===== src/trace_pkg.sv =====
package trace_pkg;

  // ------------------------------
  // Widths
  // ------------------------------

  // Data word, used for PC, encoding, register and memory values
  typedef logic [31:0] word_t;

  // Integer register address
  typedef logic [4:0] reg_addr_t;

  // Free-running cycle count captured at issue
  typedef logic [31:0] cycle_t;

  // ------------------------------
  // Capacity
  // ------------------------------

  localparam int unsigned TRACE_DEPTH = 4;
  localparam int unsigned TAG_W = $clog2(TRACE_DEPTH);

  // Tracking slot index, program order modulo the capacity
  typedef logic [TAG_W-1:0] tag_t;

  // In-flight count, needs one more bit to hold a full tracer
  typedef logic [TAG_W:0] count_t;

  localparam count_t TRACE_FULL = count_t'(TRACE_DEPTH);

  // ------------------------------
  // Encodings that retire through WB-delay
  // ------------------------------

  localparam word_t INSN_MRET = 32'h3020_0073;
  localparam word_t INSN_URET = 32'h0020_0073;
  localparam word_t INSN_EBREAK = 32'h0010_0073;
  localparam logic [15:0] INSN_C_EBREAK = 16'h9002;

  // Stage that takes a WB-side register write
  typedef enum logic [1:0] {
    WB_TGT_NONE,
    WB_TGT_EXD,
    WB_TGT_WB
  } wb_target_e;

  // Tracking state of one pipeline stage
  typedef enum logic [1:0] {
    STAGE_EMPTY,
    STAGE_HOLD,
    STAGE_DONE
  } stage_e;

endpackage


===== src/trace_core_tracer.sv =====
`timescale 1ns/10ps

module trace_core_tracer (
  input  logic                 clk_i,
  input  logic                 rst_n,
  // Decode
  input  logic                 id_valid_i,
  input  logic                 is_decoding_i,
  input  logic                 is_illegal_i,
  input  trace_pkg::word_t     pc_i,
  input  trace_pkg::word_t     instr_i,
  input  logic                 compressed_i,
  // Execute
  input  logic                 ex_valid_i,
  input  logic                 ex_reg_we_i,
  input  trace_pkg::reg_addr_t ex_reg_addr_i,
  input  trace_pkg::word_t     ex_reg_wdata_i,
  // Data memory
  input  logic                 ex_data_req_i,
  input  logic                 ex_data_gnt_i,
  input  logic                 ex_data_we_i,
  input  trace_pkg::word_t     ex_data_addr_i,
  input  trace_pkg::word_t     ex_data_wdata_i,
  // APU
  input  logic                 apu_en_i,
  input  logic                 apu_rvalid_i,
  // Writeback
  input  logic                 wb_valid_i,
  input  logic                 wb_reg_we_i,
  input  trace_pkg::reg_addr_t wb_reg_addr_i,
  input  trace_pkg::word_t     wb_reg_wdata_i,
  // Retire record
  output logic                 rec_valid_o,
  output trace_pkg::word_t     rec_pc_o,
  output trace_pkg::word_t     rec_instr_o,
  output logic                 rec_compressed_o,
  output trace_pkg::cycle_t    rec_cycle_o,
  output logic                 rec_rd_we_o,
  output trace_pkg::reg_addr_t rec_rd_addr_o,
  output trace_pkg::word_t     rec_rd_wdata_o,
  output logic                 rec_mem_o,
  output logic                 rec_mem_we_o,
  output trace_pkg::word_t     rec_mem_addr_o,
  output trace_pkg::word_t     rec_mem_wdata_o,
  output logic                 overflow_o
);

  import trace_pkg::*;

  logic issue;
  tag_t issue_tag;
  logic ex_wr;
  logic wb_wr;
  tag_t wb_wr_tag;
  logic mem_wr;
  tag_t ex_tag;
  logic retire_wb;
  tag_t retire_wb_tag;
  logic retire_wbd;
  tag_t retire_wbd_tag;
  logic release_rec;
  tag_t head_tag;

  // ------------------------------
  // Stage tracking
  // ------------------------------

  trace_stage_ctrl u_ctrl (
    .clk_i            (clk_i),
    .rst_n            (rst_n),
    .instr_i          (instr_i),
    .compressed_i     (compressed_i),
    .id_valid_i       (id_valid_i),
    .is_decoding_i    (is_decoding_i),
    .is_illegal_i     (is_illegal_i),
    .ex_valid_i       (ex_valid_i),
    .apu_en_i         (apu_en_i),
    .apu_rvalid_i     (apu_rvalid_i),
    .wb_valid_i       (wb_valid_i),
    .ex_reg_we_i      (ex_reg_we_i),
    .wb_reg_we_i      (wb_reg_we_i),
    .ex_data_req_i    (ex_data_req_i),
    .ex_data_gnt_i    (ex_data_gnt_i),
    .release_i        (release_rec),
    .issue_o          (issue),
    .issue_tag_o      (issue_tag),
    .ex_wr_o          (ex_wr),
    .wb_wr_o          (wb_wr),
    .wb_wr_tag_o      (wb_wr_tag),
    .mem_wr_o         (mem_wr),
    .ex_tag_o         (ex_tag),
    .retire_wb_o      (retire_wb),
    .retire_wb_tag_o  (retire_wb_tag),
    .retire_wbd_o     (retire_wbd),
    .retire_wbd_tag_o (retire_wbd_tag),
    .overflow_o       (overflow_o)
  );

  // ------------------------------
  // Record capture and release
  // ------------------------------

  trace_record_store u_store (
    .clk_i            (clk_i),
    .rst_n            (rst_n),
    .issue_i          (issue),
    .issue_tag_i      (issue_tag),
    .pc_i             (pc_i),
    .instr_i          (instr_i),
    .compressed_i     (compressed_i),
    .ex_wr_i          (ex_wr),
    .ex_tag_i         (ex_tag),
    .ex_reg_addr_i    (ex_reg_addr_i),
    .ex_reg_wdata_i   (ex_reg_wdata_i),
    .wb_wr_i          (wb_wr),
    .wb_wr_tag_i      (wb_wr_tag),
    .wb_reg_addr_i    (wb_reg_addr_i),
    .wb_reg_wdata_i   (wb_reg_wdata_i),
    .mem_wr_i         (mem_wr),
    .ex_data_we_i     (ex_data_we_i),
    .ex_data_addr_i   (ex_data_addr_i),
    .ex_data_wdata_i  (ex_data_wdata_i),
    .head_tag_i       (head_tag),
    .rec_pc_o         (rec_pc_o),
    .rec_instr_o      (rec_instr_o),
    .rec_compressed_o (rec_compressed_o),
    .rec_cycle_o      (rec_cycle_o),
    .rec_rd_we_o      (rec_rd_we_o),
    .rec_rd_addr_o    (rec_rd_addr_o),
    .rec_rd_wdata_o   (rec_rd_wdata_o),
    .rec_mem_o        (rec_mem_o),
    .rec_mem_we_o     (rec_mem_we_o),
    .rec_mem_addr_o   (rec_mem_addr_o),
    .rec_mem_wdata_o  (rec_mem_wdata_o)
  );

  trace_retire_order u_order (
    .clk_i            (clk_i),
    .rst_n            (rst_n),
    .retire_wb_i      (retire_wb),
    .retire_wb_tag_i  (retire_wb_tag),
    .retire_wbd_i     (retire_wbd),
    .retire_wbd_tag_i (retire_wbd_tag),
    .head_tag_o       (head_tag),
    .release_o        (release_rec),
    .rec_valid_o      (rec_valid_o)
  );

endmodule


===== src/trace_record_store.sv =====
`timescale 1ns/10ps

module trace_record_store (
  input  logic                 clk_i,
  input  logic                 rst_n,
  input  logic                 issue_i,
  input  trace_pkg::tag_t      issue_tag_i,
  input  trace_pkg::word_t     pc_i,
  input  trace_pkg::word_t     instr_i,
  input  logic                 compressed_i,
  input  logic                 ex_wr_i,
  input  trace_pkg::tag_t      ex_tag_i,
  input  trace_pkg::reg_addr_t ex_reg_addr_i,
  input  trace_pkg::word_t     ex_reg_wdata_i,
  input  logic                 wb_wr_i,
  input  trace_pkg::tag_t      wb_wr_tag_i,
  input  trace_pkg::reg_addr_t wb_reg_addr_i,
  input  trace_pkg::word_t     wb_reg_wdata_i,
  input  logic                 mem_wr_i,
  input  logic                 ex_data_we_i,
  input  trace_pkg::word_t     ex_data_addr_i,
  input  trace_pkg::word_t     ex_data_wdata_i,
  input  trace_pkg::tag_t      head_tag_i,
  output trace_pkg::word_t     rec_pc_o,
  output trace_pkg::word_t     rec_instr_o,
  output logic                 rec_compressed_o,
  output trace_pkg::cycle_t    rec_cycle_o,
  output logic                 rec_rd_we_o,
  output trace_pkg::reg_addr_t rec_rd_addr_o,
  output trace_pkg::word_t     rec_rd_wdata_o,
  output logic                 rec_mem_o,
  output logic                 rec_mem_we_o,
  output trace_pkg::word_t     rec_mem_addr_o,
  output trace_pkg::word_t     rec_mem_wdata_o
);

  import trace_pkg::*;

  cycle_t cycle_q;

  // One record per tag
  word_t  pc_q        [TRACE_DEPTH];
  word_t  instr_q     [TRACE_DEPTH];
  logic   comp_q      [TRACE_DEPTH];
  cycle_t icycle_q    [TRACE_DEPTH];
  logic   rd_we_q     [TRACE_DEPTH];
  word_t  rd_wdata_q  [TRACE_DEPTH];
  logic   mem_q       [TRACE_DEPTH];
  logic   mem_we_q    [TRACE_DEPTH];
  word_t  mem_addr_q  [TRACE_DEPTH];
  word_t  mem_wdata_q [TRACE_DEPTH];

  // Write counts only when it hits the rd field, x0 never does
  function automatic logic rd_hit(word_t instr, reg_addr_t addr);
    return (addr != '0) && (addr == instr[11:7]);
  endfunction

  always_ff @(posedge clk_i or negedge rst_n) begin
    if (!rst_n) begin
      cycle_q <= '0;
    end else begin
      cycle_q <= cycle_q + cycle_t'(1);
    end
  end

  always_ff @(posedge clk_i) begin
    for (int t = 0; t < TRACE_DEPTH; t++) begin
      if (issue_i && issue_tag_i == tag_t'(t)) begin
        pc_q[t]     <= pc_i;
        instr_q[t]  <= instr_i;
        comp_q[t]   <= compressed_i;
        icycle_q[t] <= cycle_q;
        rd_we_q[t]  <= 1'b0;
        mem_q[t]    <= 1'b0;
      end else begin
        // WB write comes last so it wins over an EX write in the same cycle
        if (ex_wr_i && ex_tag_i == tag_t'(t) && rd_hit(instr_q[t], ex_reg_addr_i)) begin
          rd_we_q[t]    <= 1'b1;
          rd_wdata_q[t] <= ex_reg_wdata_i;
        end
        if (wb_wr_i && wb_wr_tag_i == tag_t'(t) && rd_hit(instr_q[t], wb_reg_addr_i)) begin
          rd_we_q[t]    <= 1'b1;
          rd_wdata_q[t] <= wb_reg_wdata_i;
        end
        if (mem_wr_i && ex_tag_i == tag_t'(t)) begin
          mem_q[t]       <= 1'b1;
          mem_we_q[t]    <= ex_data_we_i;
          mem_addr_q[t]  <= ex_data_addr_i;
          mem_wdata_q[t] <= ex_data_we_i ? ex_data_wdata_i : '0;
        end
      end
    end
  end

  // ------------------------------
  // Record read at the retire head
  // ------------------------------

  assign rec_pc_o         = pc_q[head_tag_i];
  assign rec_instr_o      = instr_q[head_tag_i];
  assign rec_compressed_o = comp_q[head_tag_i];
  assign rec_cycle_o      = icycle_q[head_tag_i];
  assign rec_rd_we_o      = rd_we_q[head_tag_i];
  assign rec_rd_addr_o    = instr_q[head_tag_i][11:7];
  assign rec_rd_wdata_o   = rd_wdata_q[head_tag_i];
  assign rec_mem_o        = mem_q[head_tag_i];
  assign rec_mem_we_o     = mem_we_q[head_tag_i];
  assign rec_mem_addr_o   = mem_addr_q[head_tag_i];
  assign rec_mem_wdata_o  = mem_wdata_q[head_tag_i];

endmodule


===== src/trace_retire_order.sv =====
`timescale 1ns/10ps

module trace_retire_order (
  input  logic            clk_i,
  input  logic            rst_n,
  input  logic            retire_wb_i,
  input  trace_pkg::tag_t retire_wb_tag_i,
  input  logic            retire_wbd_i,
  input  trace_pkg::tag_t retire_wbd_tag_i,
  output trace_pkg::tag_t head_tag_o,
  output logic            release_o,
  output logic            rec_valid_o
);

  import trace_pkg::*;

  logic done_q [TRACE_DEPTH];
  tag_t head_q;
  logic rec_valid_q;

  // Oldest entry has retired, hand it out
  assign release_o = done_q[head_q];

  always_ff @(posedge clk_i or negedge rst_n) begin
    if (!rst_n) begin
      for (int t = 0; t < TRACE_DEPTH; t++) begin
        done_q[t] <= 1'b0;
      end
      head_q      <= '0;
      rec_valid_q <= 1'b0;
    end else begin
      rec_valid_q <= release_o;

      // Head stays put while its record is on the outputs
      if (rec_valid_q) begin
        head_q <= head_q + tag_t'(1);
      end

      // WB and WB-delay may both retire in one cycle
      for (int t = 0; t < TRACE_DEPTH; t++) begin
        if ((retire_wb_i && retire_wb_tag_i == tag_t'(t)) ||
            (retire_wbd_i && retire_wbd_tag_i == tag_t'(t))) begin
          done_q[t] <= 1'b1;
        end else if (release_o && head_q == tag_t'(t)) begin
          done_q[t] <= 1'b0;
        end
      end
    end
  end

  assign head_tag_o  = head_q;
  assign rec_valid_o = rec_valid_q;

endmodule


===== src/trace_stage_ctrl.sv =====
`timescale 1ns/10ps

module trace_stage_ctrl (
  input  logic             clk_i,
  input  logic             rst_n,
  input  trace_pkg::word_t instr_i,
  input  logic             compressed_i,
  input  logic             id_valid_i,
  input  logic             is_decoding_i,
  input  logic             is_illegal_i,
  input  logic             ex_valid_i,
  input  logic             apu_en_i,
  input  logic             apu_rvalid_i,
  input  logic             wb_valid_i,
  input  logic             ex_reg_we_i,
  input  logic             wb_reg_we_i,
  input  logic             ex_data_req_i,
  input  logic             ex_data_gnt_i,
  input  logic             release_i,
  output logic             issue_o,
  output trace_pkg::tag_t  issue_tag_o,
  output logic             ex_wr_o,
  output logic             wb_wr_o,
  output trace_pkg::tag_t  wb_wr_tag_o,
  output logic             mem_wr_o,
  output trace_pkg::tag_t  ex_tag_o,
  output logic             retire_wb_o,
  output trace_pkg::tag_t  retire_wb_tag_o,
  output logic             retire_wbd_o,
  output trace_pkg::tag_t  retire_wbd_tag_o,
  output logic             overflow_o
);

  import trace_pkg::*;

  stage_e ex_st_q;
  stage_e exd_st_q;
  stage_e wb_st_q;
  stage_e wbd_st_q;
  tag_t   ex_tag_q;
  tag_t   exd_tag_q;
  tag_t   wb_tag_q;
  tag_t   wbd_tag_q;
  logic   exd_apu_q;
  logic   dly_q [TRACE_DEPTH];
  tag_t   next_tag_q;
  count_t count_q;
  logic   overflow_q;

  logic       ex_occ;
  logic       exd_occ;
  logic       wb_occ;
  logic       issue;
  logic       issue_ok;
  logic       is_dly;
  logic       wbd_retire;
  logic       wb_leave;
  logic       wb_to_wbd;
  logic       wb_retire;
  logic       exd_to_wb;
  logic       ex_leave;
  logic       ex_apu_wait;
  logic       ex_to_exd;
  logic       ex_to_wb;
  wb_target_e wb_tgt;

  assign ex_occ  = (ex_st_q != STAGE_EMPTY);
  assign exd_occ = (exd_st_q != STAGE_EMPTY);
  assign wb_occ  = (wb_st_q != STAGE_EMPTY);

  // New legal instruction, dropped when the tracer is full
  assign issue    = id_valid_i && is_decoding_i && !is_illegal_i;
  assign issue_ok = issue && (count_q != TRACE_FULL);

  // MRET, URET and EBREAK take one extra cycle before they retire
  assign is_dly = compressed_i ? (instr_i[15:0] == INSN_C_EBREAK)
                               : (instr_i == INSN_MRET || instr_i == INSN_URET ||
                                  instr_i == INSN_EBREAK);

  // ------------------------------
  // Stage moves
  // ------------------------------

  // WB-delay always retires on the next edge
  assign wbd_retire = (wbd_st_q == STAGE_DONE);

  assign wb_leave  = wb_occ && wb_valid_i;
  assign wb_to_wbd = wb_leave && dly_q[wb_tag_q];
  assign wb_retire = wb_leave && !dly_q[wb_tag_q];

  // Non-APU entries in EX-delay move on without waiting
  assign exd_to_wb = exd_occ && (apu_rvalid_i || !exd_apu_q);

  assign ex_leave    = ex_occ && ex_valid_i;
  assign ex_apu_wait = apu_en_i && !apu_rvalid_i;
  // WB input is taken by EX-delay, so EX parks there too
  assign ex_to_exd   = ex_leave && (ex_apu_wait || exd_to_wb);
  assign ex_to_wb    = ex_leave && !ex_to_exd;

  // A WB-side write belongs to the older of EX-delay and WB
  always_comb begin
    if (exd_occ) begin
      wb_tgt = WB_TGT_EXD;
    end else if (wb_occ) begin
      wb_tgt = WB_TGT_WB;
    end else begin
      wb_tgt = WB_TGT_NONE;
    end
  end

  always_ff @(posedge clk_i or negedge rst_n) begin
    if (!rst_n) begin
      ex_st_q    <= STAGE_EMPTY;
      exd_st_q   <= STAGE_EMPTY;
      wb_st_q    <= STAGE_EMPTY;
      wbd_st_q   <= STAGE_EMPTY;
      ex_tag_q   <= '0;
      exd_tag_q  <= '0;
      wb_tag_q   <= '0;
      wbd_tag_q  <= '0;
      exd_apu_q  <= 1'b0;
      next_tag_q <= '0;
      count_q    <= '0;
      overflow_q <= 1'b0;
    end else begin
      // EX
      if (issue_ok) begin
        ex_st_q  <= STAGE_HOLD;
        ex_tag_q <= next_tag_q;
      end else if (ex_leave) begin
        ex_st_q <= STAGE_EMPTY;
      end

      // EX-delay
      if (ex_to_exd) begin
        exd_st_q  <= STAGE_HOLD;
        exd_tag_q <= ex_tag_q;
        exd_apu_q <= ex_apu_wait;
      end else if (exd_to_wb) begin
        exd_st_q <= STAGE_EMPTY;
      end

      // WB
      if (ex_to_wb) begin
        wb_st_q  <= STAGE_HOLD;
        wb_tag_q <= ex_tag_q;
      end else if (exd_to_wb) begin
        wb_st_q  <= STAGE_HOLD;
        wb_tag_q <= exd_tag_q;
      end else if (wb_leave) begin
        wb_st_q <= STAGE_EMPTY;
      end

      // WB-delay
      if (wb_to_wbd) begin
        wbd_st_q  <= STAGE_DONE;
        wbd_tag_q <= wb_tag_q;
      end else if (wbd_retire) begin
        wbd_st_q <= STAGE_EMPTY;
      end

      if (issue_ok) begin
        next_tag_q <= next_tag_q + tag_t'(1);
      end

      case ({issue_ok, release_i})
        2'b10:   count_q <= count_q + count_t'(1);
        2'b01:   count_q <= count_q - count_t'(1);
        default: count_q <= count_q;
      endcase

      // Sticky until reset
      if (issue && !issue_ok) begin
        overflow_q <= 1'b1;
      end
    end
  end

  // Delayed-retire flag per tag, looked up once the entry reaches WB
  always_ff @(posedge clk_i) begin
    if (issue_ok) begin
      dly_q[next_tag_q] <= is_dly;
    end
  end

  assign issue_o     = issue_ok;
  assign issue_tag_o = next_tag_q;

  assign ex_wr_o  = ex_occ && ex_reg_we_i;
  assign mem_wr_o = ex_occ && ex_data_req_i && ex_data_gnt_i;
  assign ex_tag_o = ex_tag_q;

  assign wb_wr_o     = wb_reg_we_i && (wb_tgt != WB_TGT_NONE);
  assign wb_wr_tag_o = (wb_tgt == WB_TGT_EXD) ? exd_tag_q : wb_tag_q;

  assign retire_wb_o      = wb_retire;
  assign retire_wb_tag_o  = wb_tag_q;
  assign retire_wbd_o     = wbd_retire;
  assign retire_wbd_tag_o = wbd_tag_q;

  assign overflow_o = overflow_q;

endmodule

===== config.mk =====
export PLATFORM = sky130hd
export DESIGN_NAME = trace_core_tracer
export DESIGN_NICKNAME = d
export VERILOG_FILES = /design/src/trace_pkg.sv /design/src/trace_core_tracer.sv /design/src/trace_record_store.sv /design/src/trace_retire_order.sv /design/src/trace_stage_ctrl.sv
export SDC_FILE = /design/constraint.sdc
export NUM_CORES = 1
export LEC_CHECK = 0
export ABC_AREA = 1
export ABC_CLOCK_PERIOD_IN_PS = 8500
export BUFFER_PORTS_ARGS = -buffer_cell sky130_fd_sc_hd__buf_2
export CAP_MARGIN = 20
export CORE_MARGIN = 2
export CORE_UTILIZATION = 30
export CTS_CLUSTER_DIAMETER = 80
export DETAILED_ROUTE_END_ITERATION = 10
export PLACE_DENSITY_LB_ADDON = 0.2
export SYNTH_ARGS = -nofsm -noshare
export SYNTH_HDL_FRONTEND = slang
export SYNTH_SLANG_ARGS = --single-unit

===== constraint.sdc =====
create_clock -name clk_i -period 8.5 [get_ports clk_i]
set_input_delay 0.85 -clock clk_i [delete_from_list [all_inputs] [get_ports clk_i]]
set_output_delay 0.85 -clock clk_i [all_outputs]
set_load 0.1 [all_outputs]

After elaboration in Yosys (flattened, before gate mapping)
Memory sizes are Yosys's and may differ from the RTL's.
Cells that the tools add are included.
- register bits after elaboration: 62
- latch bits: 0
- memory bits (writable): 788
- bits in read-only memories: 0
- bits of input ports: 217
- output and inout port bits: 203
- logic and storage cells: 358
- memories: 11
- memory list (memory ; words ; width ; rd ports ; clocked after memory_dff ; wr ports ; RTL line ; RTL):
    u_store.icycle_q ; 4 ; 32 ; 1 ; 0 ; 1 ; trace_record_store.sv:45 ; cycle_t icycle_q [TRACE_DEPTH];
    u_store.instr_q ; 4 ; 32 ; 5 ; 0 ; 1 ; trace_record_store.sv:43 ; word_t instr_q [TRACE_DEPTH];
    u_store.mem_addr_q ; 4 ; 32 ; 1 ; 0 ; 1 ; trace_record_store.sv:50 ; word_t mem_addr_q [TRACE_DEPTH];
    u_store.mem_wdata_q ; 4 ; 32 ; 1 ; 0 ; 1 ; trace_record_store.sv:51 ; word_t mem_wdata_q [TRACE_DEPTH];
    u_store.pc_q ; 4 ; 32 ; 1 ; 0 ; 1 ; trace_record_store.sv:42 ; word_t pc_q [TRACE_DEPTH];
    u_store.rd_wdata_q ; 4 ; 32 ; 1 ; 0 ; 4 ; trace_record_store.sv:47 ; word_t rd_wdata_q [TRACE_DEPTH];
    +5 memories ; - ; - ; - ; - ; - ; - ;
- add/sub/neg operators: 5
- $mul: 0
- div/mod/pow operators: 0
- order comparisons: 1
- equality and inequality tests: 35
- shift-type cells: 0
- mux-type cells: 153
- bitwise gates (word level): 17
- reduce and logical (&&, ||, !) cells: 117
- operators by type and width (kind ; number):
    2-to-1 mux 32 bit ; 20
    OR reduction 32 bit ; 15
    2-to-1 mux 1 bit ; 96
    2-to-1 mux 2 bit ; 35
    logical AND 1 bit ; 60
    equality test 5 bit ; 8
    adder 32 x 1 -> 32 bit, second input constant ; 1
    equality test 32 x 21 -> 1 bit, second input constant ; 1
    equality test 32 x 22 -> 1 bit, second input constant ; 1
    equality test 32 x 30 -> 1 bit, second input constant ; 1
    equality test 2 bit, second input constant ; 14
    nonzero test 2 bit ; 13
    equality test 16 bit, second input constant ; 1
    equality test 2 x 1 -> 1 bit, second input constant ; 8
    bitwise OR 1 bit ; 16
    logical NOT 2 bit ; 6
    nonzero test 5 bit ; 2
    logical OR 1 bit ; 8
    logical NOT 1 bit ; 6
    case mux 3 bit (2 select lines) ; 1
    OR reduction 1 bit ; 6
    adder 2 x 1 -> 2 bit, second input constant ; 2
    adder 3 x 1 -> 3 bit, second input constant ; 1
    >= comparator 3 bit, second input constant ; 1
    other kinds (5) ; 5

Logic depth before layout (Yosys ltp)
- depth after elaboration: 12
- depth in mapped cells: 12
- gate-level depth less buffers: 11

Hierarchy
A second synthesis with hierarchy kept.
- cell total of the unflattened synthesis: 3037
- area, all modules: 35383.9 sq um
- modules (own cells, without submodules) (module ; instances ; cells an instance ; area an instance (sq um) ; seq. area each (sq um)):
    trace_record_store ; 1 ; 2807 ; 33599.7 ; 24323.3
    trace_stage_ctrl ; 1 ; 178 ; 1368.8 ; 595.6
    trace_retire_order ; 1 ; 52 ; 415.4 ; 175.2

Worst setup path before layout
Ideal clock, no wire load.
- kind: input to register
- from: input port id_valid_i
- to: memory u_store.rd_we_q[3] (data pin)
- library setup time: 500 ps
- arrival: 6645 ps
- required time: 8000 ps
- path slack: 1355 ps
- cell stages on the path: 8
- path buffers: 1
- cell sequence: nand2_1 > nor2_1 > nand2_1 > nor2_1 > nor2_2 > nand2_2 > buf_4 > nand2_1
- RTL lines (what ; RTL line ; RTL):
    start: declaration ; trace_core_tracer.sv:7 ; input logic id_valid_i,
    end: declaration ; trace_record_store.sv:46 ; logic rd_we_q [TRACE_DEPTH];

Final worst setup path
- from: register u_order.head_q[0], in the netlist u_order.head_tag_o[0]
- to: output port rec_mem_addr_o[23]
- longest elaborated chain between the ends: 1
- ends and longest elaborated chain (what ; RTL line ; RTL):
    start: declaration ; trace_retire_order.sv:18 ; tag_t head_q;
    start signal: assignment ; trace_retire_order.sv:36 ; head_q <= head_q + tag_t'(1);
    memory (4 x 32 bit) ; - ;
    end: declaration ; trace_core_tracer.sv:43 ; output trace_pkg::word_t rec_mem_addr_o,
No other way between the ends.

==> impl_metrics.tcl <==
set metrics [dict create \
    status "complete, no violations" \
    io_pins 420 \
    grt_max_degree 222 \
    yosysMostFrequentCell "edfxtp_1" \
    crit_type "flip-flop to output port" \
    p_leak_nw 15.32 \
    final_util_pct 35.97 \
    synth.ff_latch_count 846 \
    end_kind "output port" \
    clk_latency_ns 0.68 \
    slew_headroom_pct 21.70 \
    required_ns 7.65 \
    overflow 0 \
    core_um2 116200 \
    synth-edff-count 786 \
    final_nets 3619 \
    post_cts_buffers 0 \
    cts_tree "yes" \
    post_drt_wl_per_cell_um 20.71 \
    path_clk_slew_ns 0.06 \
    period_minus_slack_ns 5.145 \
    vias 24168 \
    drt_first_pass_iters 5 \
    fp.dieH_um 346.2 \
    cts_resized 0 \
    rsz0062_at_grt "false" \
    drive_gt1_share_pct 17.87 \
    netlist_area_um2 35120 \
    synth.avg_cell_area_um2 11.61 \
    wl_um 103700 \
    setup_viol 0 \
    dp_slack_ns 3.887 \
    p_per_area_nw_per_um2 411.3 \
    slew_viol_final 0 \
    critPathLaunchType "flip-flop" \
    start_util_pct 30.22 \
    grt_pass1_wl_um 152200 \
    grt_pass1_vias 22632 \
    fp.dieArea_um2 119800 \
    synthTopCellsByArea "edfxtp_1, o21ai_0, nand2_1, nor2_1, dfrtp_1" \
    clkSinkCount 846 \
    hold_viol 0 \
    drt-vias-per-instance 4.825 \
    placed_area_um2 38610 \
    antenna_found_initial 21 \
    synth_top_cell_by_area "edfxtp_1" \
    ys_types 33 \
    tightest_slew_ns 1.175 \
    final_area_um2 41800 \
    drtIter0Drc 1869 \
    cp_max_fo 104 \
    place_hpwl_um 60350 \
    crit_arrival_ns 4.30 \
    ant_nets 0 \
    syn_inst 3026 \
    cts_hold_buf 0 \
    async_flop_share_pct 6.856 \
    area_growth_pct 19.02 \
    max_freq_mhz 194.4 \
    fin_skew_ns 0.03316 \
    ir_drop_uv 512.8 \
    synth_top_area_share_pct 67.21 \
    finalSetupTns_ns 0 \
    power_mw 17.19 \
    ys_warn_count 0 \
    synth_nets 3254 \
    cts-buffers-inserted 97 \
    cap_violations 0 \
    hold_path.class "primary input to async pin" \
    rows 125 \
    h-tree-depth 3 \
    die_w_um 346.2 \
    ctsRootBufferMaster "clkbuf_16" \
    ys.flop_type "edfxtp_1" \
    fin_crit_sh_pct 60.53 \
    finalWeightedCongestion 0.7961 \
    grt_usage_pct 16.79 \
    drc 0 \
    numPortBuffers 419 \
    clk_path_buf_depth 3 \
    synth_seq_area_share_pct 71.45 \
    worst_slack_ns 3.355 \
    ys_top_cells_by_count "edfxtp_1, nand2_1, nor2_1, o21ai_0, o22ai_1" \
]
==> cell families after synthesis <==
family	synth area share, %
compound gates	9.569
xor+xnor	1.047
fa+ha+maj	0.4133
buf+inv	3.677
flops	71.45
simple gates	13.84
==> sequential cells by signal (all words and copies together), names as in the netlist, 2 cells and up <==
signal / flops
u_store.icycle_q: 128
u_store.instr_q: 128
u_store.mem_addr_q: 128
u_store.mem_wdata_q: 128
u_store.pc_q: 128
u_store.rd_wdata_q: 128
u_store.cycle_q: 32
u_ctrl.dly_q: 4
u_order.done_q: 4
u_store.comp_q: 4
u_store.mem_q: 4
u_store.mem_we_q: 4
u_store.rd_we_q: 4
u_ctrl.count_q: 3
u_ctrl.ex_tag_o: 2
u_ctrl.exd_tag_q: 2
u_ctrl.issue_tag_o: 2
u_ctrl.retire_wb_tag_o: 2
u_ctrl.retire_wbd_tag_o: 2
u_order.head_tag_o: 2
==> stage by stage <==
stage	std cells	hold slack, ns
2_1_floorplan	3026	0.4374
3_3_place_gp	4816	0.4677
3_5_place_dp	4816	0.4584
4_1_cts	4999	0.3281
5_1_grt	5007	0.3525
6_report	5009	0.3892
==> per-layer routing <==
layer	routed length, um	part of all wire (%)	vias to the layer above	track usage (%)
li1	-	-	11476	-
met1	46740	45	11885	23.16
met2	48900	47	635	26.91
met3	5611	5.4	154	3.260
met4	2356	2.3	18	4.759
met5	119	0.11	-	0
==> final timing paths <==
check | startpoint | to | slack, ns | cells past startpoint
worst max register to register | u_order.head_tag_o[1] | u_ctrl.count_q[2] | 4.34 | 10
worst min register to register | u_ctrl.overflow_o | u_ctrl.overflow_o | 0.47 | 2
min in group clk_i | is_illegal_i | u_ctrl.overflow_o | 0.39 | 2
worst min-delay path | rst_n | u_store.cycle_q[30] | 0.39 | 2
worst max-delay path | u_order.head_tag_o[0] | rec_mem_addr_o[23] | 3.35 | 5
max in group asynchronous | rst_n | u_order.head_tag_o[0] | 7.40 | 2
==> power by group <==
| part | leakage, nW | internal, mW | switching, mW |
|---|---|---|---|
| registers | 7.74 | 4.76 | 0.177 |
| clock network | 1.56 | 2.46 | 1.68 |
| logic | 6.02 | 1.13 | 6.99 |
| total | 15.3 | 8.34 | 8.85 |
==> cell usage in the layout, fill, tap and decap left out, types with 8 or more instances in the layout <==
cell type and instances:
clkinv_1 13, a21oi_1 14, clkbuf_16 101, o21ai_0 412
dfrtp_1 56, clkinv_2 21, buf_2 419, edfxtp_1 786
clkbuf_8 8, clkbuf_1 29, nand3b_1 8, xnor2_1 14
o22ai_1 191, buf_4 25, nor2_4 10, nand2_1 510
diode_2 10, inv_1 114, ha_1 10, nor2_1 479
nor3_1 11, nand4_1 8, xor2_1 28, nand3_1 163
==> worst max-delay path: stages, from the launching register on <==
cell and delay (ns):
dfrtp_4 0.90, buf_4 0.65, buf_4 0.86, o21ai_0 0.22
o22ai_1 0.30, buf_2 0.49
==> cell type report <==
type                    count  area (um2)
diodes                     10       25.02
clock buffers             138        2746
clock inverters            45       419.2
fillers                 11616       74410
inverters                 123       479.2
multi-input cells        1875        8757
flip-flops and latches    846       25100
well taps                1524        1907
repair buffers            448        2365
(Power assumes the default switching activity.)
